--- src/verilog/dual_port_ram.sv ---
/* simple dual-port RAM
   one write port, one registered read port, payload set by a type parameter */
`timescale 1ns/10ps

module dual_port_ram #(
    parameter type payload_t = logic [7:0],
    parameter int  DEPTH     = 64,
    localparam int ADDR_W    = $clog2(DEPTH)
) (
    input  logic              clk_pix,
    input  logic              we,
    input  logic [ADDR_W-1:0] waddr,
    input  payload_t          wdata,
    input  logic [ADDR_W-1:0] raddr,
    output payload_t          rdata
);

    payload_t mem [DEPTH];  // maps to block RAM

    always_ff @(posedge clk_pix) begin
        if (we) begin
            mem[waddr] <= wdata;
        end
    end

    // read data one cycle after the address
    always_ff @(posedge clk_pix) begin
        rdata <= mem[raddr];
    end

endmodule

--- config.mk ---
export PLATFORM = sky130hd
export DESIGN_NAME = dual_port_ram
export DESIGN_NICKNAME = d
export VERILOG_FILES = /design/src/verilog/dual_port_ram.sv
export SDC_FILE = /design/constraint.sdc
export NUM_CORES = 1
export LEC_CHECK = 0
export BUFFER_PORTS_ARGS = -buffer_cell sky130_fd_sc_hd__buf_4
export CORE_MARGIN = 1
export CORE_UTILIZATION = 47
export CTS_BUF_LIST = sky130_fd_sc_hd__clkbuf_8
export DETAILED_ROUTE_END_ITERATION = 10
export PLACE_DENSITY_LB_ADDON = 0.1
export SLEW_MARGIN = 20
export SYNTH_ARGS = -nofsm -noshare
export SYNTH_HDL_FRONTEND = slang
export SYNTH_SLANG_ARGS = --single-unit
--- constraint.sdc ---
create_clock -name clk_pix -period 2.37 [get_ports clk_pix]
set_clock_uncertainty 0.15 [all_clocks]
set_input_delay 0.474 -clock clk_pix [delete_from_list [all_inputs] [get_ports clk_pix]]
set_output_delay 0.474 -clock clk_pix [all_outputs]
set_load 0.02 [all_outputs]
---- Word level (Yosys, flattened, before mapping) ----
Memories as Yosys holds them, arrays and structs flattened. A register that Yosys moved wholly into a read port is not among the register bits.
Index checks and enable logic that the tools add are counted.
cells by class
  multiplexer cells ....................... 2
operators by type and width
  operator          count
  2-to-1 mux 1 bit  2
storage, ports and cells
  register bits after elaboration ......... 0
  bits in writable memories ............... 512
  input bits .............................. 22
  output and inout bits ................... 8
  word-level logic and storage cells ...... 3
  memories kept ........................... 1
memory list
  memory  words  width  read ports  clocked after Yosys merged registers in  wr ports  RTL line  text
  mem     64     8      1           1                                        1         18        payload_t mem [DEPTH];

---- Depth between registers and ports, before layout ----
Gate-level depths: netlist (run 1).
  depth after elaboration ................. 2
  mapped depth ............................ 9
  mapped depth without buffers ............ 5

---- Worst setup path before layout (run 1) ----
Ideal clock, no wire load.
  path kind ............................... input port to flip-flop
  start ................................... input raddr[1]
  end ..................................... register rdata[3] (netlist name) (read register of mem)
  arrival ................................. 2.014 ns
  slack ................................... 0.078 ns
  cell stages on the path ................. 7
  cell sequence ........................... buf_4 > buf_2 > buf_2 > mux4_2 > mux4_2 > o21ai_1 > o41ai_1
RTL lines
  item         RTL line  text
  from (decl)  14        input logic [ADDR_W-1:0] raddr,
  to (decl)    15        output payload_t rdata

==> flow_summary.json, run 1 <==
{
  "status": "completed",
  "io_buffers": 29,
  "hold_end": "rdata[4]",
  "swShare_pct": 21.6,
  "core_area_um2": 42100,
  "fin_cells": 1757,
  "htreeDepth": 3,
  "slowest_stage": "mux4_2",
  "die_y_um": 209,
  "synthCells": 940,
  "synthTopCellsByCount": "512 x edfxtp_1, 126 x mux4_2, 83 x nor2_1, 23 x mux2i_1, 19 x nand2_1",
  "ant_nets": 0,
  "cts.clk_slew.worst_paths_ps": 60,
  "nFillCells": 3225,
  "avgSynthCellArea_um2": 21.5,
  "synth_area_leaders": "edfxtp_1 76%, mux4_2 14%, nor2_1 1.5%, mux2i_1 1.1%, dfxtp_1 0.79%",
  "yosysTopAreaCellShare_pct": 76.2,
  "cts_tree": "built",
  "routed_wl_um": 47200,
  "maxSlewHeadroom_pct": 50.2,
  "max_freq_ghz": 0.463,
  "combPwrFrac_pct": 5.8,
  "cp-start-kind": "register",
  "yosys_register_bits": 520,
  "worst_pin_slew_ps": 748,
  "cts_root_buffer": "clkbuf_8",
  "grt_max_degree": 65,
  "crit_path_max_fanout": 1,
  "irDropWorstVdd_v": 0.000511,
  "leakage_uw": 0.00786,
  "required_ps": 2690,
  "p_per_area_nw_per_um2": 791,
  "wl_per_cell_um": 26.9,
  "synthArstFlopShare_pct": 0,
  "cp.arrival_ps": 2480,
  "die_w_um": 209,
  "intPower_uw": 14700,
  "power.switching_uw": 4050,
  "layout-drive-gt1-share_pct": 35.0,
  "drt_pass1_iterations": 5,
  "cp_common_cell": "mux4_2",
  "layout_setup_ws_ps": 212,
  "rr_startpoint": "mem[13][1]",
  "cts.sinks": 520,
  "placed_cells": 1607,
  "drv_cap": 0,
  "hold_buffers": 0,
  "globalRouteTotalUtil_pct": 22.3,
  "antenna_found_initial": 1,
  "num_vias": 10100,
  "synth_ff_type": "edfxtp_1",
  "gp_routability_congestion": 0.812,
  "synth_warnings": 0,
  "synth_top_area_cell": "edfxtp_1",
  "drcViolationCount": 0,
  "pre_cts_slack_ps": -393,
  "timing.rr.end": "rdata[1]",
  "crit_type": "register to register",
  "grt_pass1_vias": 10500,
  "rows": 75,
  "cts-resized-gates": 0,
  "nNetsFinal": 1178,
  "finalSetupViolCount": 0,
  "whs_path_depth": 3,
  "hold_violations": 0,
  "drv_slew": 0,
  "r2r_slack_ps": 210,
  "reg2reg_depth": 5,
  "drt_first_iter_violations": 806,
  "hold_class": "input pin to register",
  "dp_hpwl_um": 29700,
  "p_seq_share_pct": 54.5,
  "start_util_pct": 47.9,
  "clk_path_buf_depth": 3,
  "power_frac_clock_pct": 39.7,
  "synth-edff-count": 512,
  "die_area_um2": 43700,
  "viasPerCell": 5.73,
  "antenna_cells": 0,
  "cpPeakStageDelay_ps": 490,
  "ys_types": 40,
  "syn_to_final_growth_pct": 17.4,
  "crit_chain": "mux4_2 -> mux4_2 -> nor2_1 -> nor3_1 -> o2bb2ai_1",
  "worstHoldStart": "raddr[5]",
  "clock_latency_ps": 630,
  "period_share_pct": 91.1,
  "yosysSeqAreaShare_pct": 77.0,
  "post_cts_buffers": 0,
  "cts_buffers": 86,
  "syn_nets": 962,
  "finalCriticalPeriod_ps": 2160,
  "rsz0062_at_grt": "no",
  "syn-cell-area_um2": 20200,
  "end_kind": "register",
  "synth_most_common_cell": "edfxtp_1",
  "io_pins": 30,
  "grt_overflow": 0,
  "grt_first_pass_wirelength_um": 69600
}
state kept, by name (all words and copies together), names as in the netlist:
register	cells
rdata	8
mem	512
stage by stage:
step	total power, µW	util (%)	hold WS [ps]	instance area, µm²	setup TNS [ps]
global placement	11500	52.4	675	22100	-1750
CTS	18900	56.2	109	23700	0
global route	19400	56.2	127	23700	0
detailed placement	11500	52.4	684	22100	-2090
floorplan	11000	-	423	20200	0
finish	18700	56.2	182	23700	0
worst max-delay path: cells and delay by family (launching register included):
kind               cells  cell delay (ps)
and+or+nand+nor        2              320
DFF                    1              370
AOI/OAI and AO/OA      1              210
muxes                  2              970
metal layers:
| metal | share of wire, % | wire length [µm] | global-route usage [%] | vias to the layer above |
|---|---|---|---|---|
| met2 | 48 | 22700 | 35.0 | 296 |
| met5 | 0 | 0 | 0 | - |
| met3 | 6.0 | 2820 | 4.78 | 63 |
| li1 | - | - | - | 4369 |
| met1 | 44 | 20700 | 31.5 | 5348 |
| met4 | 2.0 | 954 | 7.30 | 0 |
area by class of cell:
class                      instances  area (µm²)  area share [%]
clock buffer                      97        1340            5.64
sequential                       520       15500            65.6
multi-input combinational        369        4320            18.2
clock inverter                    53         288            1.22
timing repair buffer             179        1540            6.49
tap                              539         674            2.85
power by group through the flow:
| stage | clock network [µW] | registers [µW] | logic [µW] |
|---|---|---|---|
| 2_1_floorplan | 0 | 10400 | 542 |
| 6_report | 7440 | 10200 | 1090 |
| 3_5_place_dp | 0 | 10400 | 1110 |
| 3_3_place_gp | 0 | 10400 | 1090 |
| 5_1_grt | 8010 | 10200 | 1160 |
| 4_1_cts | 7610 | 10200 | 1110 |
worst max path at each step:
stage	slack (ps)	startpoint	depth (start not counted)	endpoint
4_1_cts	230	mem[46][1]	5	rdata[1]
3_5_place_dp	-390	raddr[0]	7	rdata[1]
5_1_grt	200	mem[15][1]	5	rdata[1]
3_3_place_gp	-410	raddr[0]	7	rdata[1]
2_1_floorplan	80	raddr[1]	7	rdata[3]
6_report	210	mem[13][1]	5	rdata[1]
kinds of logic (layout without fill, tap and decap cells):
family                 after synthesis  count (layout)  share of synthesized area, %
flip-flops                         520             520                          77.0
multiplexers                       162             162                          15.9
buffers and inverters               51             329                          1.57
AND/OR/NAND/NOR                    153             153                          3.39
AO/OA/AOI/OAI                       54              54                          2.07
layout by cell type (no fill, tap or decap), types with 2 or more instances in the layout:
cell       synthesis  final
a221oi_1           6      6
edfxtp_1         512    512
o2bb2ai_1          3      3
mux2i_1           23     23
a22oi_1            3      3
a211oi_1           4      4
inv_1              0     28
o221a_2            2      2
nand4_1            2      2
clkinv_2           0      5
o22ai_1            8      8
buf_12             2     15
clkbuf_8           0     98
nand3b_1           3      3
dfxtp_1            8      8
nor3_1             7      7
a2111oi_0          2      2
bufinv_16          0      3
o21a_1             2      2
nand3_1           13     13
o221ai_1           8      8
nor2b_1           14     14
clkinv_1           0     16
nand2b_1           7      7
o41ai_1            2      2
o2111ai_1          3      3
o21ai_1            2      2
nor2_1            83     83
mux2_2            13     13
o32ai_1            2      2
nor4_1             2      2
mux4_2           126    126
nand2_1           19     19
buf_4             13    163
a21oi_1            3      3
o21ai_0            2      2
No activity file was read; power rests on OpenSTA's default activity.
==> run 2: changes to the inputs <==
--- a/config.mk
+++ b/config.mk
@@ -10,7 +10,7 @@
 export CORE_UTILIZATION = 47
 export CTS_BUF_LIST = sky130_fd_sc_hd__clkbuf_8
 export DETAILED_ROUTE_END_ITERATION = 10
-export PLACE_DENSITY_LB_ADDON = 0.1
+export PLACE_DENSITY_LB_ADDON = 0.25
 export SLEW_MARGIN = 20
 export SYNTH_ARGS = -nofsm -noshare
 export SYNTH_HDL_FRONTEND = slang
==> run 2 against run 1 <==
Against the previous run:
- critical path type unchanged
- final cell count is 0.51% higher
- power rose by 0.17%
- design area rose by 0.19%
- worst setup slack got worse by 66 ps
- core utilization is 0.11 points higher
- sequential power about the same
- count of clock-buffer cells in the layout fell by 6
- combinational power about the same
- register-to-register slack got worse by 70 ps
- hold slack lost 88 ps
- clock power barely moved
- global-route usage decreased by 0.53 points
==> flow_summary.json, run 2 (same netlist as run 1, synthesis figures left out) <==
{
  "gp_routability_congestion": 0.797,
  "worstHoldStart": "raddr[5]",
  "hold_violations": 0,
  "maxSlewHeadroom_pct": 51.1,
  "crit_chain": "mux4_2 -> mux2_2 -> o221a_2 -> nor3_1 -> buf_4 -> o32ai_1",
  "drt_pass1_iterations": 5,
  "nFillCells": 3140,
  "clock_latency_ps": 620,
  "clk_path_buf_depth": 3,
  "required_ps": 2730,
  "swShare_pct": 21.5,
  "drv_cap": 0,
  "power_frac_clock_pct": 39.7,
  "drcViolationCount": 0,
  "intPower_uw": 14700,
  "grt_first_pass_wirelength_um": 68300,
  "ant_nets": 0,
  "combPwrFrac_pct": 5.8,
  "cp.arrival_ps": 2580,
  "status": "completed",
  "p_per_area_nw_per_um2": 791,
  "r2r_slack_ps": 150,
  "setup_tns_ps": 0,
  "cp-start-kind": "register",
  "reg_top3": "mem: 512 flops, rdata: 8 flops",
  "cpPeakStageDelay_ps": 490,
  "antenna_found_initial": 0,
  "cts.sinks": 520,
  "dp_hpwl_um": 29000,
  "viasPerCell": 5.81,
  "hold_buffers": 0,
  "drv_slew": 0,
  "nNetsFinal": 1186,
  "period_share_pct": 93.9,
  "final_common_cell": "edfxtp_1",
  "antenna_cells": 0,
  "multi_input_area_um2": 4320,
  "globalRouteTotalUtil_pct": 21.8,
  "grt_pass1_vias": 10500,
  "cts-resized-gates": 0,
  "io_buffers": 29,
  "drt_first_iter_violations": 989,
  "rsz0062_at_grt": "no",
  "irDropWorstVdd_v": 0.000347,
  "die_w_um": 209,
  "post_cts_buffers": 0,
  "die_y_um": 209,
  "grt_max_degree": 65,
  "hold_slack_ps": 94.2,
  "wl_per_cell_um": 26.1,
  "power.switching_uw": 4050,
  "rr_startpoint": "mem[29][4]",
  "layout-drive-gt1-share_pct": 36.3,
  "final-seq-area_um2": 15500,
  "largest_reg_flops": 512,
  "timing.rr.end": "rdata[4]",
  "grt_overflow": 0,
  "slowest_stage": "mux4_2",
  "whs_path_depth": 3,
  "top_register": "mem",
  "cts_tree": "built",
  "crit_path_max_fanout": 1,
  "rows": 75,
  "routed_wl_um": 46000,
  "syn_to_final_growth_pct": 17.7,
  "finalSetupViolCount": 0,
  "core_area_um2": 42100,
  "cts_root_buffer": "clkbuf_8",
  "pre_cts_slack_ps": -342,
  "htreeDepth": 3,
  "start_util_pct": 47.9,
  "cts.clk_slew.worst_paths_ps": 60,
  "io_pins": 30,
  "max_freq_ghz": 0.450,
  "layout_setup_ws_ps": 146,
  "end_kind": "register",
  "cts_buffers": 83,
  "leakage_uw": 0.00788,
  "die_area_um2": 43700,
  "p_seq_share_pct": 54.4,
  "reg2reg_depth": 6,
  "worst_pin_slew_ps": 733,
  "finalCriticalPeriod_ps": 2220,
  "hold_end": "rdata[4]",
  "num_vias": 10300,
  "p_total_uw": 18800,
  "hold_class": "input pin to register",
  "final_cell_mix": "512 x edfxtp_1, 177 x buf_4, 126 x mux4_2",
  "crit_type": "register to register"
}
run 2: cell types whose count changed in the layout (fill, tap and decap cells not counted), sizes merged:
cell,change
bufinv,+2
inv,-9
clkbuf,-6
clkinv,+11
buf,+11
run 2: worst max-delay path: cells and delay by family, from the launching register on:
| family | cells | cell delay [ps] |
|---|---|---|
| DFF | 1 | 360 |
| buffers and inverters | 1 | 180 |
| AOI/OAI and AO/OA | 2 | 370 |
| and+or+nand+nor | 1 | 280 |
| muxes | 2 | 780 |
run 2: stage by stage:
stage | area, µm² | cells | utilization, %
detailed placement | 22100 | 1618 | 52.5
global placement | 22100 | 1618 | 52.5
CTS | 23700 | 1766 | 56.3
finish | 23700 | 1766 | 56.3
global route | 23700 | 1766 | 56.3
floorplan | 20200 | 940 | -
run 2: final cells by class:
type | instances | area share (%)
Clock inverter | 57 | 1.56
Multi-Input combinational cell | 369 | 18.2
Clock buffer | 91 | 5.28
Sequential cell | 520 | 65.5
Timing Repair Buffer | 190 | 6.67
Tap cell | 539 | 2.84
run 2: per-layer routing:
| layer | part of all wire, % | routed length (µm) | GRT usage, % | vias to the layer above |
|---|---|---|---|---|
| li1 | - | - | - | 4390 |
| met5 | 0 | 0 | 0 | - |
| met2 | 47 | 21800 | 33.7 | 388 |
| met1 | 42 | 19400 | 30.5 | 5389 |
| met4 | 3.4 | 1560 | 9.13 | 0 |
| met3 | 7.1 | 3280 | 4.43 | 97 |
run 2: worst max-delay path by stage:
stage / from / to / cells after the start
after floorplan: raddr[1] / rdata[3] / 7
after global placement: raddr[0] / rdata[7] / 7
after detailed placement: raddr[0] / rdata[7] / 7
after CTS: mem[29][4] / rdata[4] / 6
after global routing: mem[29][4] / rdata[4] / 6
final: mem[29][4] / rdata[4] / 6
run 2: power by group through the flow:
stage	Clock, µW	Sequential, µW	Combinational, µW
after floorplan	0	10400	542
after global placement	0	10400	1100
after detailed placement	0	10400	1110
after CTS	7660	10200	1110
after global routing	8000	10200	1170
final	7460	10200	1100
==> run 3: changes to the inputs <==
--- a/config.mk
+++ b/config.mk
@@ -5,6 +5,7 @@
 export SDC_FILE = /design/constraint.sdc
 export NUM_CORES = 1
 export LEC_CHECK = 0
+export ABC_AREA = 1
 export BUFFER_PORTS_ARGS = -buffer_cell sky130_fd_sc_hd__buf_4
 export CORE_MARGIN = 1
 export CORE_UTILIZATION = 47
==> run 3 against run 2 <==
Against the previous run:
- sequential cell count is the same
- core utilization is 1.9 points lower
- critical path depth decreased by 5
- combinational power increased by 17%
- clock power is 4.2% lower
- worst setup slack gained 330 ps
- synthesized cell count grew 92%
- die area grew 5.8%
- final cell count is 47% higher
- sequential power about the same
- critical endpoint is now rdata[2]
- highest routed layer unchanged
==> flow_summary.json, run 3 <==
{
  "status": "completed",
  "maxSlewHeadroom_pct": 58.9,
  "wl_per_cell_um": 21.1,
  "rows": 77,
  "p_per_area_nw_per_um2": 770,
  "io_buffers": 29,
  "required_ps": 1750,
  "synth_most_common_cell": "nand2_1",
  "synthArstFlopShare_pct": 0,
  "cts.clk_slew.worst_paths_ps": 60,
  "largest_reg_flops": 512,
  "synth_ff_type": "edfxtp_1",
  "utilization_pct": 54.4,
  "synthCells": 1805,
  "syn-cell-area_um2": 21300,
  "rsz0062_at_grt": "no",
  "worst_pin_slew_ps": 617,
  "cp_num_cells": 1,
  "synth_top_area_cell": "edfxtp_1",
  "drt_first_iter_violations": 1399,
  "drv_slew": 0,
  "grt_first_pass_wirelength_um": 84000,
  "num_vias": 14300,
  "irDropWorstVdd_v": 0.000409,
  "grt_overflow": 0,
  "pre_cts_slack_ps": 124,
  "cts_tree": "built",
  "routed-wl-met3_um": 4240,
  "viasPerCell": 5.53,
  "intPower_uw": 14200,
  "globalRouteTotalUtil_pct": 24.0,
  "start_util_pct": 47.9,
  "syn_nets": 1827,
  "routed.top_layer": "met4",
  "grt_max_degree": 97,
  "finalCriticalPeriod_ps": 1890,
  "p_seq_share_pct": 54.8,
  "clock_latency_ps": 670,
  "clk_path_buf_depth": 3,
  "power_frac_clock_pct": 38.3,
  "worst-path-buf-inv": 1,
  "layout-drive-gt1-share_pct": 13.0,
  "period_share_pct": 79.8,
  "yosysSeqAreaShare_pct": 72.8,
  "hold_buffers": 1,
  "postPlaceCellArea_um2": 22600,
  "reg2reg_depth": 8,
  "cts_buffers": 86,
  "wl_met1_um": 23600,
  "cp-start-kind": "register",
  "drt_pass1_iterations": 5,
  "drcViolationCount": 0,
  "swShare_pct": 24.0,
  "crit_path_max_fanout": 1,
  "crit_type": "register to primary output",
  "synth_warnings": 0,
  "placed_cells": 2433,
  "final_common_cell": "nand2_1",
  "route.met2.wl_um": 25400,
  "hold_class": "input pin to register",
  "ys_types": 16,
  "die_y_um": 215,
  "dp_hpwl_um": 32900,
  "cts_root_buffer": "clkbuf_8",
  "antenna_cells": 0,
  "synthTopCellsByCount": "648 x nand2_1, 512 x edfxtp_1, 439 x nand3_1, 56 x nor2_1, 37 x buf_2",
  "die_area_um2": 46300,
  "cts-resized-gates": 0,
  "r2r_slack_ps": 860,
  "layout_setup_ws_ps": 479,
  "avgSynthCellArea_um2": 11.8,
  "combPwrFrac_pct": 6.9,
  "yosysTopAreaCellShare_pct": 72.0,
  "drv_cap": 0,
  "routed_wl_um": 54700,
  "hold_violations": 0,
  "leakage_uw": 0.00897,
  "finish.instance_area_um2": 24200,
  "hold_slack_ps": 82.5,
  "die_w_um": 215,
  "grt_pass1_vias": 13800,
  "nNetsFinal": 1952,
  "cp.arrival_ps": 1270,
  "htreeDepth": 3,
  "final_cell_mix": "648 x nand2_1, 512 x edfxtp_1, 439 x nand3_1",
  "power.switching_uw": 4470,
  "top_register": "mem",
  "fin_cells": 2591,
  "reg_top3": "mem: 512 flops, rdata: 8 flops",
  "end_kind": "primary output",
  "path_delay_family": "flip-flops",
  "cpPeakStageDelay_ps": 440,
  "post_cts_buffers": 0,
  "antenna_found_initial": 0,
  "yosys_register_bits": 520,
  "slowest_stage": "dfxtp_1",
  "max_freq_ghz": 0.529,
  "gp_routability_congestion": 0.884,
  "whs_path_depth": 1,
  "crit_chain": "buf_4",
  "synth-edff-count": 512,
  "io_pins": 30,
  "core_area_um2": 44500,
  "finalSetupViolCount": 0,
  "ant_nets": 0,
  "synth_area_leaders": "edfxtp_1 72%, nand2_1 11%, nand3_1 10%, buf_6 1.8%, nor2_1 0.99%",
  "cts.sinks": 520,
  "syn_to_final_growth_pct": 13.4
}
==> run 3: metal layers <==
metal,global-route usage [%],up-vias
met2,37.3,607
li1,-,6619
met4,8.70,0
met5,0,-
met3,4.18,88
met1,34.2,7005
==> run 3: cell families (layout without fill, tap and decap cells) <==
group	Yosys count	count (layout)	share of synthesized area (%)
AND/OR/NAND/NOR	1160	1160	23.2
flip-flops	520	520	72.8
buffers and inverters	125	319	4.02
==> run 3: power by group through the flow <==
stage	clock network, µW	logic [µW]	registers (µW)
2_1_floorplan	0	715	10400
3_3_place_gp	0	1270	10400
3_5_place_dp	0	1280	10400
4_1_cts	7310	1290	10200
5_1_grt	7710	1400	10200
6_report	7150	1290	10200
==> run 3: metrics by stage <==
step / total power (µW) / TNS (ps)
floorplan: 11100 / -1290
global placement: 11700 / 0
detailed placement: 11700 / 0
CTS: 18800 / 0
global route: 19300 / 0
finish: 18600 / 0
==> run 3: final timing paths <==
check,startpoint,end
worst max-delay path,rdata[2],rdata[2]
worst min-delay path,wdata[6],mem[50][6]
worst min register to register,mem[48][3],rdata[3]
worst max register to register,mem[19][4],rdata[4]
==> run 3: worst register-to-register path, stage by stage, from the launching register on <==
cell and delay (ps):
edfxtp_1 380, nand2_1 80, nand3_1 80, nand3_1 130
nand2_1 100, nand2_1 80, nand3_1 120, nand3_1 220
nand2_1 80
==> run 3: area by class of cell <==
class	instances	area, µm²
multi-input cells	1160	4950
clock buffers	90	1240
fillers	3784	20300
repair buffers	150	1390
flip-flops and latches	520	15500
inverters	12	52.6
well taps	592	741
clock inverters	67	307
