File: src/verilog/video_pkg.sv
/* video geometry package
   default display timing values and the timing bundle shared by the display path */
package video_pkg;

    // screen coordinate, wide enough for any total
    typedef logic [15:0] cord_t;

    // 640x480 at 60 Hz defaults
    localparam int H_ACTIVE_DEF     = 640;
    localparam int H_TOTAL_DEF      = 800;
    localparam int H_SYNC_START_DEF = 656;
    localparam int H_SYNC_END_DEF   = 752;  // sync is [start, end)

    localparam int V_ACTIVE_DEF     = 480;
    localparam int V_TOTAL_DEF      = 525;
    localparam int V_SYNC_START_DEF = 490;
    localparam int V_SYNC_END_DEF   = 492;

    // framebuffer pixel replicated SCALE times in x and y
    localparam int SCALE_DEF        = 2;

    // one screen position plus its decoded strobes
    typedef struct packed {
        cord_t sx;     // horizontal position
        cord_t sy;     // vertical position
        logic  hsync;  // active high
        logic  vsync;  // active high
        logic  de;     // inside active area
    } timing_t;

endpackage

File: src/verilog/display_timing.sv
/* display timing generator
   free running screen position counters with sync and active-area decode */
`timescale 1ns/10ps

module display_timing
    import video_pkg::*;
#(
    parameter int H_ACTIVE     = H_ACTIVE_DEF,
    parameter int H_TOTAL      = H_TOTAL_DEF,
    parameter int H_SYNC_START = H_SYNC_START_DEF,
    parameter int H_SYNC_END   = H_SYNC_END_DEF,
    parameter int V_ACTIVE     = V_ACTIVE_DEF,
    parameter int V_TOTAL      = V_TOTAL_DEF,
    parameter int V_SYNC_START = V_SYNC_START_DEF,
    parameter int V_SYNC_END   = V_SYNC_END_DEF
) (
    input  logic    clk_pix,
    input  logic    reset,
    output timing_t timing
);

    cord_t sx;  // current column
    cord_t sy;  // current line

    // one pixel per clock, wrap at the totals
    always_ff @(posedge clk_pix) begin
        if (reset) begin
            sx <= '0;
            sy <= '0;
        end else if (sx == cord_t'(H_TOTAL - 1)) begin
            sx <= '0;  // end of line
            if (sy == cord_t'(V_TOTAL - 1)) begin
                sy <= '0;  // end of frame
            end else begin
                sy <= sy + 1'b1;
            end
        end else begin
            sx <= sx + 1'b1;
        end
    end

    // strobes decoded straight from the counters
    always_comb begin
        timing.sx    = sx;
        timing.sy    = sy;
        timing.hsync = (sx >= cord_t'(H_SYNC_START)) && (sx < cord_t'(H_SYNC_END));
        timing.vsync = (sy >= cord_t'(V_SYNC_START)) && (sy < cord_t'(V_SYNC_END));
        timing.de    = (sx < cord_t'(H_ACTIVE)) && (sy < cord_t'(V_ACTIVE));
    end

endmodule

File: config.mk
export PLATFORM = sky130hd
export DESIGN_NAME = display_timing
export DESIGN_NICKNAME = d
export VERILOG_FILES = /design/src/verilog/video_pkg.sv /design/src/verilog/display_timing.sv
export SDC_FILE = /design/constraint.sdc
export NUM_CORES = 1
export LEC_CHECK = 0
export BUFFER_PORTS_ARGS = -buffer_cell sky130_fd_sc_hd__buf_2
export CAP_MARGIN = 30
export CORE_UTILIZATION = 58
export DETAILED_ROUTE_END_ITERATION = 8
export GPL_TIMING_DRIVEN = 0
export PLACE_DENSITY_LB_ADDON = 0.2
export SETUP_SLACK_MARGIN = 0.15
export SYNTH_ARGS = -nofsm -noshare
export SYNTH_HDL_FRONTEND = slang
export SYNTH_SLANG_ARGS = --single-unit
File: constraint.sdc
create_clock -name clk_pix -period 4.2 [get_ports clk_pix]
set_input_delay 0 -clock clk_pix [delete_from_list [all_inputs] [get_ports clk_pix]]
set_output_delay 0 -clock clk_pix [all_outputs]
set_load 0.01 [all_outputs]
; Word level (Yosys, flattened, before mapping)
; Index checks and enable logic that the tools add are counted.
[word_totals]
in_bits = 2
regBits = 32
[op_classes]
n_addsub = 2
magnitude_cmp = 6
mux = 1
n_reduce_logical = 4
eq_ne = 2
[ops]
columns = operator, count
row1 = adder 16 x 1 -> 16 bit (second input constant), 2
row2 = equality test 16 x 10 -> 1 bit (second input constant), 2
row3 = less-than comparator 16 x 10 -> 1 bit (second input constant), 2
row4 = less-than comparator 16 x 9 -> 1 bit (second input constant), 2
row5 = greater-or-equal comparator 16 x 10 -> 1 bit (second input constant), 1
row6 = greater-or-equal comparator 16 x 9 -> 1 bit (second input constant), 1
row7 = 2-to-1 mux 16 bit, 1
row8 = logical AND 1 bit, 3
row9 = OR reduction 2 bit, 1

; Depth between registers and ports, before layout
; Gate-level depths: netlist of run 1.
[depth]
ltp_word = 2
depth_mapped = 8

; Least setup slack after synthesis of run 1
; No wires, ideal clock.
[synth_timing]
path_kind = register to register
from = register sy[0]
to = register sy[5]
setup_time_ns = 0.088
synth_period_minus_slack_ns = 1.776
stages_incl_launch_ff = 9
setup_slack_ns = 2.424
arrival_ns = 1.688
path_cell_list = dfxtp_1 > inv_1 > ha_1 > nor4bb_1 > and4_4 > or2_1 > buf_4 > o2bb2a_1 > o31ai_1
[synth_via]
elab_chain_len = 2
elab_cells_between_ends = 3
[synth_rtl]
columns = element, line
row1 = "start, declared", display_timing.sv:23  ; cord_t sy;
row2 = "start signal, assigned", display_timing.sv:35  ; sy <= sy + 1'b1;
row3 = adder 16 x 1 -> 16 bit or equality test 16 x 10 -> 1 bit (tied branches), "display_timing.sv:35, display_timing.sv:32"
row4 = 2-to-1 mux 16 bit (*), display_timing.sv:32  ; if (sy == cord_t'(V_TOTAL - 1)) begin
; Mark *: on every way between the ends. The rest lies on a longest branch, timed or not.
; A chain may end at the register's enable or synchronous reset.

; Worst setup path after layout of run 1
[layout_timing]
from = register sx[0]
to = register sy[12]
[layout_via]
elab_chain_len = 1
[layout_rtl]
columns = element, line
row1 = "start, declared", display_timing.sv:22  ; cord_t sx;
row2 = "start signal, assigned", display_timing.sv:38  ; sx <= sx + 1'b1;
row3 = equality test 16 x 10 -> 1 bit, display_timing.sv:30  ; end else if (sx == cord_t'(H_TOTAL - 1)) begin
; No other way between the ends.

==> metrics.cfg, run 1 <==
[outcome]
status = finished, violations left
violations = design-rule violations

[cts]
root_buffer = clkbuf_4
cts_setup_buffers = 0
clock-sinks = 32
tritoncts = built
clockBufferDepth = 2
htreeDepth = 2
cts_buffers = 5
post_cts_resized = 0
hold_buffers = 0
clock_latency_ns = 0.35
clk_pin_slew_ns = 0.10

[synth]
synth_cells = 211
ys_ff_latch = 32
synth_top_area_share = 0.366
syn_nets = 218
synth_edf_count = 0
syn_area_per_cell_um2 = 8.30
synth.area.top_cells = dfxtp_1, nor2_1, nand3_1
synth-async-reset-ratio = 0
yosysTopAreaCell = dfxtp_1
ys_warn_count = 0
seq_area_frac_synth = 0.366
ys.flop_type = dfxtp_1
ys_types = 47
syn_area_um2 = 1750

[worst_setup_path]
critPathSlowestCell = dfxtp_1
crit_top_cell = and4_1
critical_path_class = reg2reg
worstPathRequired_ns = 4.47
start_kind = register
worst_ep_arrival_time_ns = 2.23
crit_family = simple AND/OR/NAND/NOR gates
cp_slowest_stage_delay_ns = 0.38
crit_cells = 7
crit_chain = ha_1 > and4_1 > and4_1 > buf_4 > nor2_2 > o2bb2a_1 > o31ai_1
crit_fanout = 10
endpoint_kind = register
reg2regPathDepth = 7
cp_num_buf_inv = 1

[finish]
final_util = 0.724
antenna_cells = 0
fillers = 236
fin_area_um2 = 2030
fin_nets = 261
instances_no_fill = 286
synthToLayoutAreaGrowth_pct = 16.0
drive_above_1_share = 0.231

[power]
report.power.total_mw = 0.594
powerDensity_nw_per_um2 = 292
leakage_nw = 0.849
ir_worst_vdd_v = 0.000254

[route]
vias = 1663
drt_pass1_iterations = 8
drt_iter0_markers = 89
wirelength_um = 3860
drc = 6
antenna_left = 0
wl_per_cell_um = 13.5
vias_per_cell = 5.81

[placement]
numPortBuffers = 36
hpwl_um = 2840
place.gp.congestion = 0.814
placed_cells = 278
placed_cell_area_um2 = 1970
dp_slack_ns = 2.24

[sta]
skew_ns = 0.00935
setup_viol = 0
setup_ws_ns = 2.24
rsz0062_at_grt = false
tightest_slew_ns = 0.442
maxSlewViolCount = 0
finalHoldViolCount = 0
setup_tns_ns = 0
slew_headroom = 0.705
period_needed_ns = 1.96
fmaxAchievable_mhz = 509
period_share = 0.467
hold_ws_ns = 0.0939

[global_route]
grt.total_usage = 0.272
grt_max_degree = 11
antenna_found_initial = 0
grt_pass1_vias = 1522
grt_pass1_wl_um = 6790
grt_remaining_overflow = 0

[die]
die_y_um = 57.0
die_w_um = 57.0
design.die.area_um2 = 3240
ios = 37
floorplan.initialDensity = 0.624
rows = 19
core_area_um2 = 2810

[flow_run]
cap_violations = 0

[hold_path]
hold_path.class = in2reg
holdPathStages = 4

[path summary, 6_finish.rpt]
kind | from | to | slack [ns]
hold reg to reg | sx[0] | sx[0] | 0.53
setup / recovery | sx[0] | sy[12] | 2.24
setup reg to reg | sx[0] | sy[12] | 2.24
hold / removal | reset | sx[3] | 0.09
[report_power, final]
group | total, mW | internal (mW) | switching, mW
Sequential | 0.331 | 0.315 | 0.0161
Clock | 0.190 | 0.0795 | 0.110
Combinational | 0.0727 | 0.0316 | 0.0412
Total | 0.594 | 0.426 | 0.168
[cell type report]
cell class / count / area [um2] / share of cell area
Inverter: 8 / 30.0 / 0.0148
Clock inverter: 2 / 10.0 / 0.00493
Clock buffer: 6 / 51.3 / 0.0252
Multi-Input combinational cell: 160 / 1020 / 0.502
Tap cell: 31 / 38.8 / 0.0191
Sequential cell: 32 / 641 / 0.315
Timing Repair Buffer: 36 / 180 / 0.0887
Buffer: 11 / 60.1 / 0.0296
[cells by family after synthesis]
logic type,count (synthesis),share of synthesized area
compound gates,35,0.139
flops,32,0.366
buf+inv,19,0.0514
xor+xnor,13,0.0650
simple gates,107,0.344
fa+ha+maj,5,0.0357
[placed cells by master, fill, tap and decap left out, types with 2 or more instances in the layout]
cell,count
nand3b_1,2
o21ai_0,6
nor4bb_1,2
ha_1,5
o21ai_1,3
nand2_1,17
nand3_1,13
or3_1,3
o2bb2a_1,3
dfxtp_1,32
xor2_1,7
buf_4,3
and4_1,7
nand2b_1,2
nand4_1,7
o31ai_1,5
nor2_1,22
clkinv_2,2
inv_1,8
nor3_1,10
a21oi_1,6
and2_1,2
clkbuf_4,5
buf_2,42
nor4_1,5
a22o_1,2
nor3b_1,3
and3_1,3
xnor2_1,6
clkbuf_1,2
[flip-flops by register name, indices dropped and copies added, names as in the netlist]
name  count
sx       16
sy       16
[cells in the mapped netlist, types with 3 or more instances]
library cell / number
a21oi_1: 6
and3_1: 3
and4_1: 7
buf_2: 6
buf_4: 3
dfxtp_1: 32
ha_1: 5
inv_1: 8
nand2_1: 17
nand3_1: 13
nand4_1: 7
nor2_1: 22
nor3_1: 10
nor3b_1: 3
nor4_1: 5
o21ai_0: 6
o21ai_1: 3
o2bb2a_1: 3
o31ai_1: 5
or3_1: 3
xnor2_1: 6
xor2_1: 7
[metal layers]
metal  part of all wire  vias up  GRT usage  wire length (um)
li1                   -      854          -                 -
met3              0.047       10     0.0544               182
met4              0.025        0      0.178                96
met2               0.46       52      0.422              1780
met1               0.47      747      0.346              1800
met5                  0        -          0                 0
[tightest hold or removal path: cells and delay by family]
kind          cells  cell delay (ns)
simple gates      2             0.15
buf+inv           2             0.26
No activity file was read; power rests on OpenSTA's default activity.
==> inputs of run 2 (changes only) <==
--- a/config.mk
+++ b/config.mk
@@ -5,9 +5,10 @@
 export SDC_FILE = /design/constraint.sdc
 export NUM_CORES = 1
 export LEC_CHECK = 0
+export ABC_AREA = 1
 export BUFFER_PORTS_ARGS = -buffer_cell sky130_fd_sc_hd__buf_2
 export CAP_MARGIN = 30
-export CORE_UTILIZATION = 58
+export CORE_UTILIZATION = 50
 export DETAILED_ROUTE_END_ITERATION = 8
 export GPL_TIMING_DRIVEN = 0
 export PLACE_DENSITY_LB_ADDON = 0.2
==> constraint.sdc (replaced) <==
create_clock -name clk_pix -period 1.7 [get_ports clk_pix]
set_input_delay 0 -clock clk_pix [delete_from_list [all_inputs] [get_ports clk_pix]]
set_output_delay 0 -clock clk_pix [all_outputs]
set_load 0.01 [all_outputs]
==> run 2 against run 1 <==
The flow now finishes without violations. Critical path type is now reg2out. Clock skew down 0.0049 ns. Clock power rose to 3.2 times the previous value. Largest power group unchanged. Wire length up 26%. Critical endpoint is now timing[2]. Clock-buffer cell count up 2. Hold slack better by 0.0018 ns. Via count up 25%. Core utilization down 7.0 points. Die area up 29%. First-iteration DRC count up 120%.
==> metrics.cfg, run 2 <==
[outcome]
status = completed  ; was finished, violations left

[global_route]
grt_pass1_vias = 1848  ; was 1,522
grt_remaining_overflow = 0  ; unchanged
use_met3 = 0.0423  ; was 0.0544
grt_pass1_wl_um = 8100  ; was 6790 um
use_met1 = 0.339  ; was 0.346
grt_max_degree = 11  ; unchanged
grt.total_usage = 0.247  ; was 0.272
use_met2 = 0.392  ; was 0.422
grt.busiest_layer = met2  ; unchanged
antenna_found_initial = 0  ; unchanged

[sta]
slew_headroom = 0.711  ; was 0.705
skew_ns = 0.00445  ; was 0.00935 ns
fmaxAchievable_mhz = 667
period_needed_ns = 1.50
rsz0062_at_grt = true  ; was false
setup_tns_ns = 0  ; unchanged
period_share = 0.882
maxSlewViolCount = 0  ; unchanged
setup_viol = 0  ; unchanged
finalHoldViolCount = 0  ; unchanged
tightest_slew_ns = 0.433  ; was 0.442 ns

[worst_setup_path]
rrSetupSlack_ns = 0.25  ; was 2.24 ns
crit_family = simple AND/OR/NAND/NOR gates  ; unchanged
cp_num_buf_inv = 2  ; was 1
r2r_end = sy[13]  ; was sy[12]
crit_path_end = timing[2]  ; was sy[12]
worst_ep_arrival_time_ns = 1.50  ; was 2.23 ns
critPathSlowestCell = dfxtp_1  ; unchanged
crit_chain = nor2_2 > nand2_2 > inv_2 > nand3_2 > nor4_2 > buf_2  ; was ha_1 > and4_1 > and4_1 > buf_4 > nor2_2 > o2bb2a_1 > o31ai_1
worstPathRequired_ns = 1.70  ; was 4.47 ns
endpoint_kind = output pin  ; was register
cp_slowest_stage_delay_ns = 0.35  ; was 0.38 ns
startpoint = sx[15]  ; was sx[0]
crit_cells = 6  ; was 7
start_kind = register  ; unchanged
reg2regPathDepth = 6  ; was 7
crit_fanout = 4  ; was 10
r2r-start = sy[2]  ; was sx[0]
critical_path_class = reg2out  ; was reg2reg

[synth]
muxShareOfSynthArea = 0  ; unchanged
synth-xor-area-share = 0.0133  ; was 0.0650
synth_edf_count = 0  ; unchanged
synth_compound_area_frac = 0.0635  ; was 0.139
syn_nets = 314  ; was 218
synthSimpleGateAreaFrac = 0.473  ; was 0.344
yosysTopAreaCell = dfxtp_1  ; unchanged
synthMostInstantiatedCell = nand2_1  ; was dfxtp_1
synth_top_family_by_area = simple AND/OR/NAND/NOR gates  ; unchanged
synthAdderAreaFrac = 0.0317  ; was 0.0357
synth.area.top_cells = dfxtp_1, nand2_1, nor2_1  ; was dfxtp_1, nor2_1, nand3_1
synth_cells = 307  ; was 211
syn_area_per_cell_um2 = 6.42  ; was 8.30 um2
ys_warn_count = 0  ; unchanged
synth_top_area_share = 0.325  ; was 0.366
synth-async-reset-ratio = 0  ; unchanged
synth_common_cells = nand2_1, nor2_1, inv_1, dfxtp_1, nand3_1  ; was dfxtp_1, nor2_1, nand2_1, nand3_1, nor3_1
syn_area_um2 = 1970  ; was 1750 um2
seq_area_frac_synth = 0.325  ; was 0.366
ys_types = 30  ; was 47
ys_ff_latch = 32  ; unchanged
ys.flop_type = dfxtp_1  ; unchanged

[route]
drt_pass1_iterations = 4  ; was 8
vias = 2075  ; was 1,663
wirelength_um = 4850  ; was 3860 um
drt_iter0_markers = 196  ; was 89
vias_per_cell = 5.20  ; was 5.81
wl_per_cell_um = 12.2  ; was 13.5 um
drc = 0  ; was 6
antenna_left = 0  ; unchanged

[finish]
instances_no_fill = 399  ; was 286
fin_area_um2 = 2430  ; was 2030 um2
antenna_cells = 0  ; unchanged
reg.largest.list = sx x16, sy x16  ; unchanged
final_common_cell = nand2_1  ; was buf_2
fin_nets = 357  ; was 261
synthToLayoutAreaGrowth_pct = 23.4  ; was 16.0%
drive_above_1_share = 0.291  ; was 0.231
fillers = 362  ; was 236
final_cell_mix = nand2_1, nor2_1, inv_1, buf_2, nand3_1  ; was buf_2, dfxtp_1, nor2_1, nand2_1, nand3_1

[cts]
clock-sinks = 32  ; unchanged
tritoncts = built  ; unchanged
htreeDepth = 2  ; unchanged
clk_pin_slew_ns = 0.07  ; was 0.10 ns
clock_latency_ns = 0.29  ; was 0.35 ns
hold_buffers = 0  ; unchanged
root_buffer = clkbuf_8  ; was clkbuf_4
cts_buffers = 5  ; unchanged
clockBufferDepth = 2  ; unchanged

[die]
ios = 37  ; unchanged
core_area_um2 = 3720  ; was 2810 um2
rows = 22  ; was 19
design.die.area_um2 = 4200  ; was 3240 um2
floorplan.initialDensity = 0.530  ; was 0.624
die_y_um = 64.8  ; was 57.0 um
die_w_um = 64.8  ; was 57.0 um

[power]
powerDensity_nw_per_um2 = 590  ; was 292 nW/um2
ir_worst_vdd_v = 0.000414  ; was 0.000254 V
clockPowerShare = 0.430  ; was 0.320
p_sw_mw = 0.328  ; was 0.168 mW
report.power.total_mw = 1.43  ; was 0.594 mW
internal-power_mw = 1.11  ; was 0.426 mW
leakage_nw = 1.06  ; was 0.849 nW
combPwrFrac = 0.038  ; was 0.123
switching_share = 0.229  ; was 0.282
sequentialPowerShare = 0.533  ; was 0.558

[placement]
placed_cells = 390  ; was 278
numPortBuffers = 35  ; was 36
hpwl_um = 3520  ; was 2840 um
placed_cell_area_um2 = 2210  ; was 1970 um2
place.gp.congestion = 0.898  ; was 0.814

[hold_path]
hold_path.class = in2reg  ; unchanged

[flow_run]
cap_violations = 0  ; unchanged

==> run 2: worst min path at each step <==
stage,startpoint,to,slack [ns],cells past startpoint
after floorplan,reset,sy[5],0.29,2
after global placement,reset,sy[5],0.39,2
after detailed placement,reset,sy[5],0.39,2
after CTS,reset,sy[5],0.09,2
after global routing,reset,sy[11],0.14,2
final,reset,sy[5],0.1,2
==> run 2: cells by family after synthesis <==
kind of cell / Yosys count
AO/OA/AOI/OAI: 22
adder cells (fa/ha/maj): 5
flip-flops: 32
AND/OR/NAND/NOR: 198
XOR/XNOR: 3
buffers and inverters: 47
==> run 2: metal layers <==
layer,routed length [um],part of all wire
met5,0,0
met4,57,0.012
met3,328,0.068
met2,2240,0.46
met1,2220,0.46
==> run 2: power by group through the flow <==
| stage | logic (mW) | clock network (mW) | registers [mW] |
|---|---|---|---|
| after floorplan | 0.0337 | 0 | 0.781 |
| after global placement | 0.0489 | 0 | 0.779 |
| after detailed placement | 0.0506 | 0 | 0.779 |
| after CTS | 0.0506 | 0.622 | 0.762 |
| after global routing | 0.0616 | 0.653 | 0.765 |
| final | 0.0540 | 0.617 | 0.764 |
==> run 2: layout make-up <==
type,instances,area (um2),area share
Clock buffer,8,90.1,0.0370
Tap cell,48,60.1,0.0247
Inverter,45,169,0.0694
Multi-Input combinational cell,228,1260,0.517
Timing Repair Buffer,36,183,0.0751
Sequential cell,32,657,0.270
Buffer,2,15.0,0.00617
==> run 2: stage by stage <==
step,util,setup slack (ns),hold WS (ns)
2_1_floorplan,-,0.265,0.293
3_3_place_gp,0.594,0.0792,0.386
3_5_place_dp,0.594,0.0149,0.389
4_1_cts,0.624,0.122,0.0937
5_1_grt,0.655,0.120,0.144
6_report,0.655,0.201,0.0957
==> run 2: what timing repair did <==
action,CTS,global route
pin swaps,2,7
endpoints found under the hold margin,0,0
resized for setup,6,36
setup endpoints to repair,14,34
buffers inserted,0,1
==> inputs of run 3 (changes only) <==
--- a/config.mk
+++ b/config.mk
@@ -8,7 +8,9 @@
 export ABC_AREA = 1
 export BUFFER_PORTS_ARGS = -buffer_cell sky130_fd_sc_hd__buf_2
 export CAP_MARGIN = 30
-export CORE_UTILIZATION = 50
+export CELL_PAD_IN_SITES_DETAIL_PLACEMENT = 1
+export CELL_PAD_IN_SITES_GLOBAL_PLACEMENT = 1
+export CORE_UTILIZATION = 34
 export DETAILED_ROUTE_END_ITERATION = 8
 export GPL_TIMING_DRIVEN = 0
 export PLACE_DENSITY_LB_ADDON = 0.2
==> run 3 against run 2 <==
Non-clock buffer count grew 3. Clock-buffer cell count unchanged. Design area grew 3.9%. Cell count rose by 6.8%. Die area rose by 45%. Sequential cell count is the same. Combinational power rose by 13%. Sequential power about the same. Largest cell class unchanged. Largest power group unchanged.
==> metrics.cfg, run 3 (synthesized netlist as in run 2, its figures left out) <==
[sta]
setup_viol = 0  ; unchanged
tightest_slew_ns = 0.472  ; was 0.433 ns
period_share = 0.889  ; was 0.882
slew_headroom = 0.686  ; was 0.711
fmaxAchievable_mhz = 662  ; was 667 MHz
rsz0062_at_grt = true  ; unchanged
finalHoldViolCount = 0  ; unchanged
skew_ns = 0.00802  ; was 0.00445 ns
period_needed_ns = 1.51  ; was 1.50 ns
hold_ws_ns = 0.116  ; was 0.0957 ns
maxSlewViolCount = 0  ; unchanged

[worst_setup_path]
endpoint_kind = output pin  ; unchanged
crit_fanout = 6  ; was 4
critPathSlowestCell = dfxtp_2  ; was dfxtp_1
reg2regPathDepth = 8  ; was 6
start_kind = register  ; unchanged
r2r-start = sx[0]  ; was sy[2]
startpoint = sx[13]  ; was sx[15]
worst_ep_arrival_time_ns = 1.51  ; was 1.50 ns
r2r_end = sy[7]  ; was sy[13]
worstPathRequired_ns = 1.70  ; about the same
rrSetupSlack_ns = 0.24  ; was 0.25 ns
critical_path_class = reg2out  ; unchanged
crit_chain = nor2_4 > nand2_2 > inv_2 > nand4_1 > nor4_1 > buf_2  ; was nor2_2 > nand2_2 > inv_2 > nand3_2 > nor4_2 > buf_2
cp_slowest_stage_delay_ns = 0.36  ; was 0.35 ns

[placement]
placed_cell_area_um2 = 2240  ; was 2210 um2
placed_cells = 414  ; was 390
numPortBuffers = 35  ; unchanged
hpwl_um = 4400  ; was 3520 um
place.gp.congestion = 0.842  ; was 0.898

[route]
drt_iter0_markers = 55  ; was 196
wirelength_um = 5780  ; was 4850 um
drc = 0  ; unchanged
drt_pass1_iterations = 4  ; unchanged
vias_per_cell = 4.94  ; was 5.20
wl_per_cell_um = 13.6  ; was 12.2 um
antenna_left = 0  ; unchanged
vias = 2105  ; was 2,075

[hold_path]
min_to = sy[5]  ; unchanged
min_from = reset  ; unchanged
holdPathStages = 2  ; unchanged
hold_path.class = in2reg  ; unchanged

[die]
ios = 37  ; unchanged
design.die.area_um2 = 6100  ; was 4200 um2
floorplan.initialDensity = 0.356  ; was 0.530
rows = 27  ; was 22
die_y_um = 78.1  ; was 64.8 um
die_w_um = 78.1  ; was 64.8 um
core_area_um2 = 5540  ; was 3720 um2

[power]
ir_worst_vdd_v = 0.000319  ; was 0.000414 V
leakage_nw = 1.09  ; was 1.06 nW
powerDensity_nw_per_um2 = 575  ; was 590 nW/um2

[global_route]
grt_pass1_vias = 2068  ; was 1,848
grt_max_degree = 11  ; unchanged
grt.total_usage = 0.199  ; was 0.247
grt_remaining_overflow = 0  ; unchanged
grt_pass1_wl_um = 9580  ; was 8100 um
antenna_found_initial = 0  ; unchanged

[cts]
tritoncts = built  ; unchanged
clock-sinks = 32  ; unchanged
hold_buffers = 0  ; unchanged
clock_latency_ns = 0.29  ; about the same
htreeDepth = 2  ; unchanged
root_buffer = clkbuf_8  ; unchanged
clockBufferDepth = 2  ; unchanged
clk_pin_slew_ns = 0.07  ; about the same
cts_buffers = 5  ; unchanged

[finish]
final_cell_mix = nand2_1, nor2_1, inv_1, buf_2, nand3_1  ; unchanged
fillers = 754  ; was 362
drive_above_1_share = 0.314  ; was 0.291
fin_area_um2 = 2530  ; was 2430 um2
fin_nets = 360  ; was 357
multi_input_area_um2 = 1290  ; was 1260 um2
synthToLayoutAreaGrowth_pct = 28.3  ; was 23.4%
regArea_um2 = 664  ; was 657 um2
final_util = 0.456  ; was 0.655
instances_no_fill = 426  ; was 399
antenna_cells = 0  ; unchanged
reg.largest.list = sx x16, sy x16  ; unchanged
final_common_cell = nand2_1  ; unchanged

[flow_run]
cap_violations = 0  ; unchanged

[outcome]
status = completed  ; unchanged

run 3: worst max path at each step:
stage | cells past startpoint | endpoint
6_report | 6 | timing[2]
5_1_grt | 8 | sy[15]
4_1_cts | 7 | sy[14]
3_5_place_dp | 7 | sy[14]
3_3_place_gp | 7 | sy[14]
2_1_floorplan | 7 | sx[8]
run 3: area by class of cell:
cell class | count | share of cell area
well taps | 72 | 0.0356
plain buffers | 2 | 0.00594
inverters | 45 | 0.0668
multi-input cells | 228 | 0.512
flip-flops and latches | 32 | 0.263
repair buffers | 39 | 0.0812
clock buffers | 8 | 0.0356
run 3: where the power goes:
| part | switching (mW) | internal [mW] |
|---|---|---|
| Sequential | 0.00885 | 0.755 |
| Clock | 0.299 | 0.331 |
| Combinational | 0.0369 | 0.0238 |
| Total | 0.345 | 1.11 |
run 3: worst max-delay path, delay by kind of cell, from the launching register on:
family | cells | cell delay, ns
AND/OR/NAND/NOR | 4 | 0.59
flip-flops | 1 | 0.36
buffers and inverters | 2 | 0.26
run 3: timing repair:
action                                  in CTS  in global routing
pin swaps                                    2                 15
endpoints found under the setup margin      29                 34
resized for setup                           13                 41
endpoints found under the hold margin        0                  0
cloned                                       0                  0
buffers inserted                             0                  4
run 3: per-layer routing:
| layer | global-route usage | vias up | part of all wire |
|---|---|---|---|
| li1 | - | 1067 | - |
| met1 | 0.265 | 1006 | 0.49 |
| met2 | 0.320 | 27 | 0.47 |
| met3 | 0.0419 | 5 | 0.027 |
| met4 | 0.0574 | 0 | 0.0083 |
| met5 | 0 | - | 0 |
run 3: through the flow:
| step | total power, mW | setup TNS, ns | setup WS [ns] |
|---|---|---|---|
| 2_1_floorplan | 0.815 | 0 | 0.265 |
| 4_1_cts | 1.47 | 0 | 0.105 |
| 5_1_grt | 1.50 | 0 | 0.122 |
| 3_3_place_gp | 0.829 | -0.0163 | -0.0163 |
| 6_report | 1.45 | 0 | 0.189 |
| 3_5_place_dp | 0.831 | -0.0304 | -0.0304 |
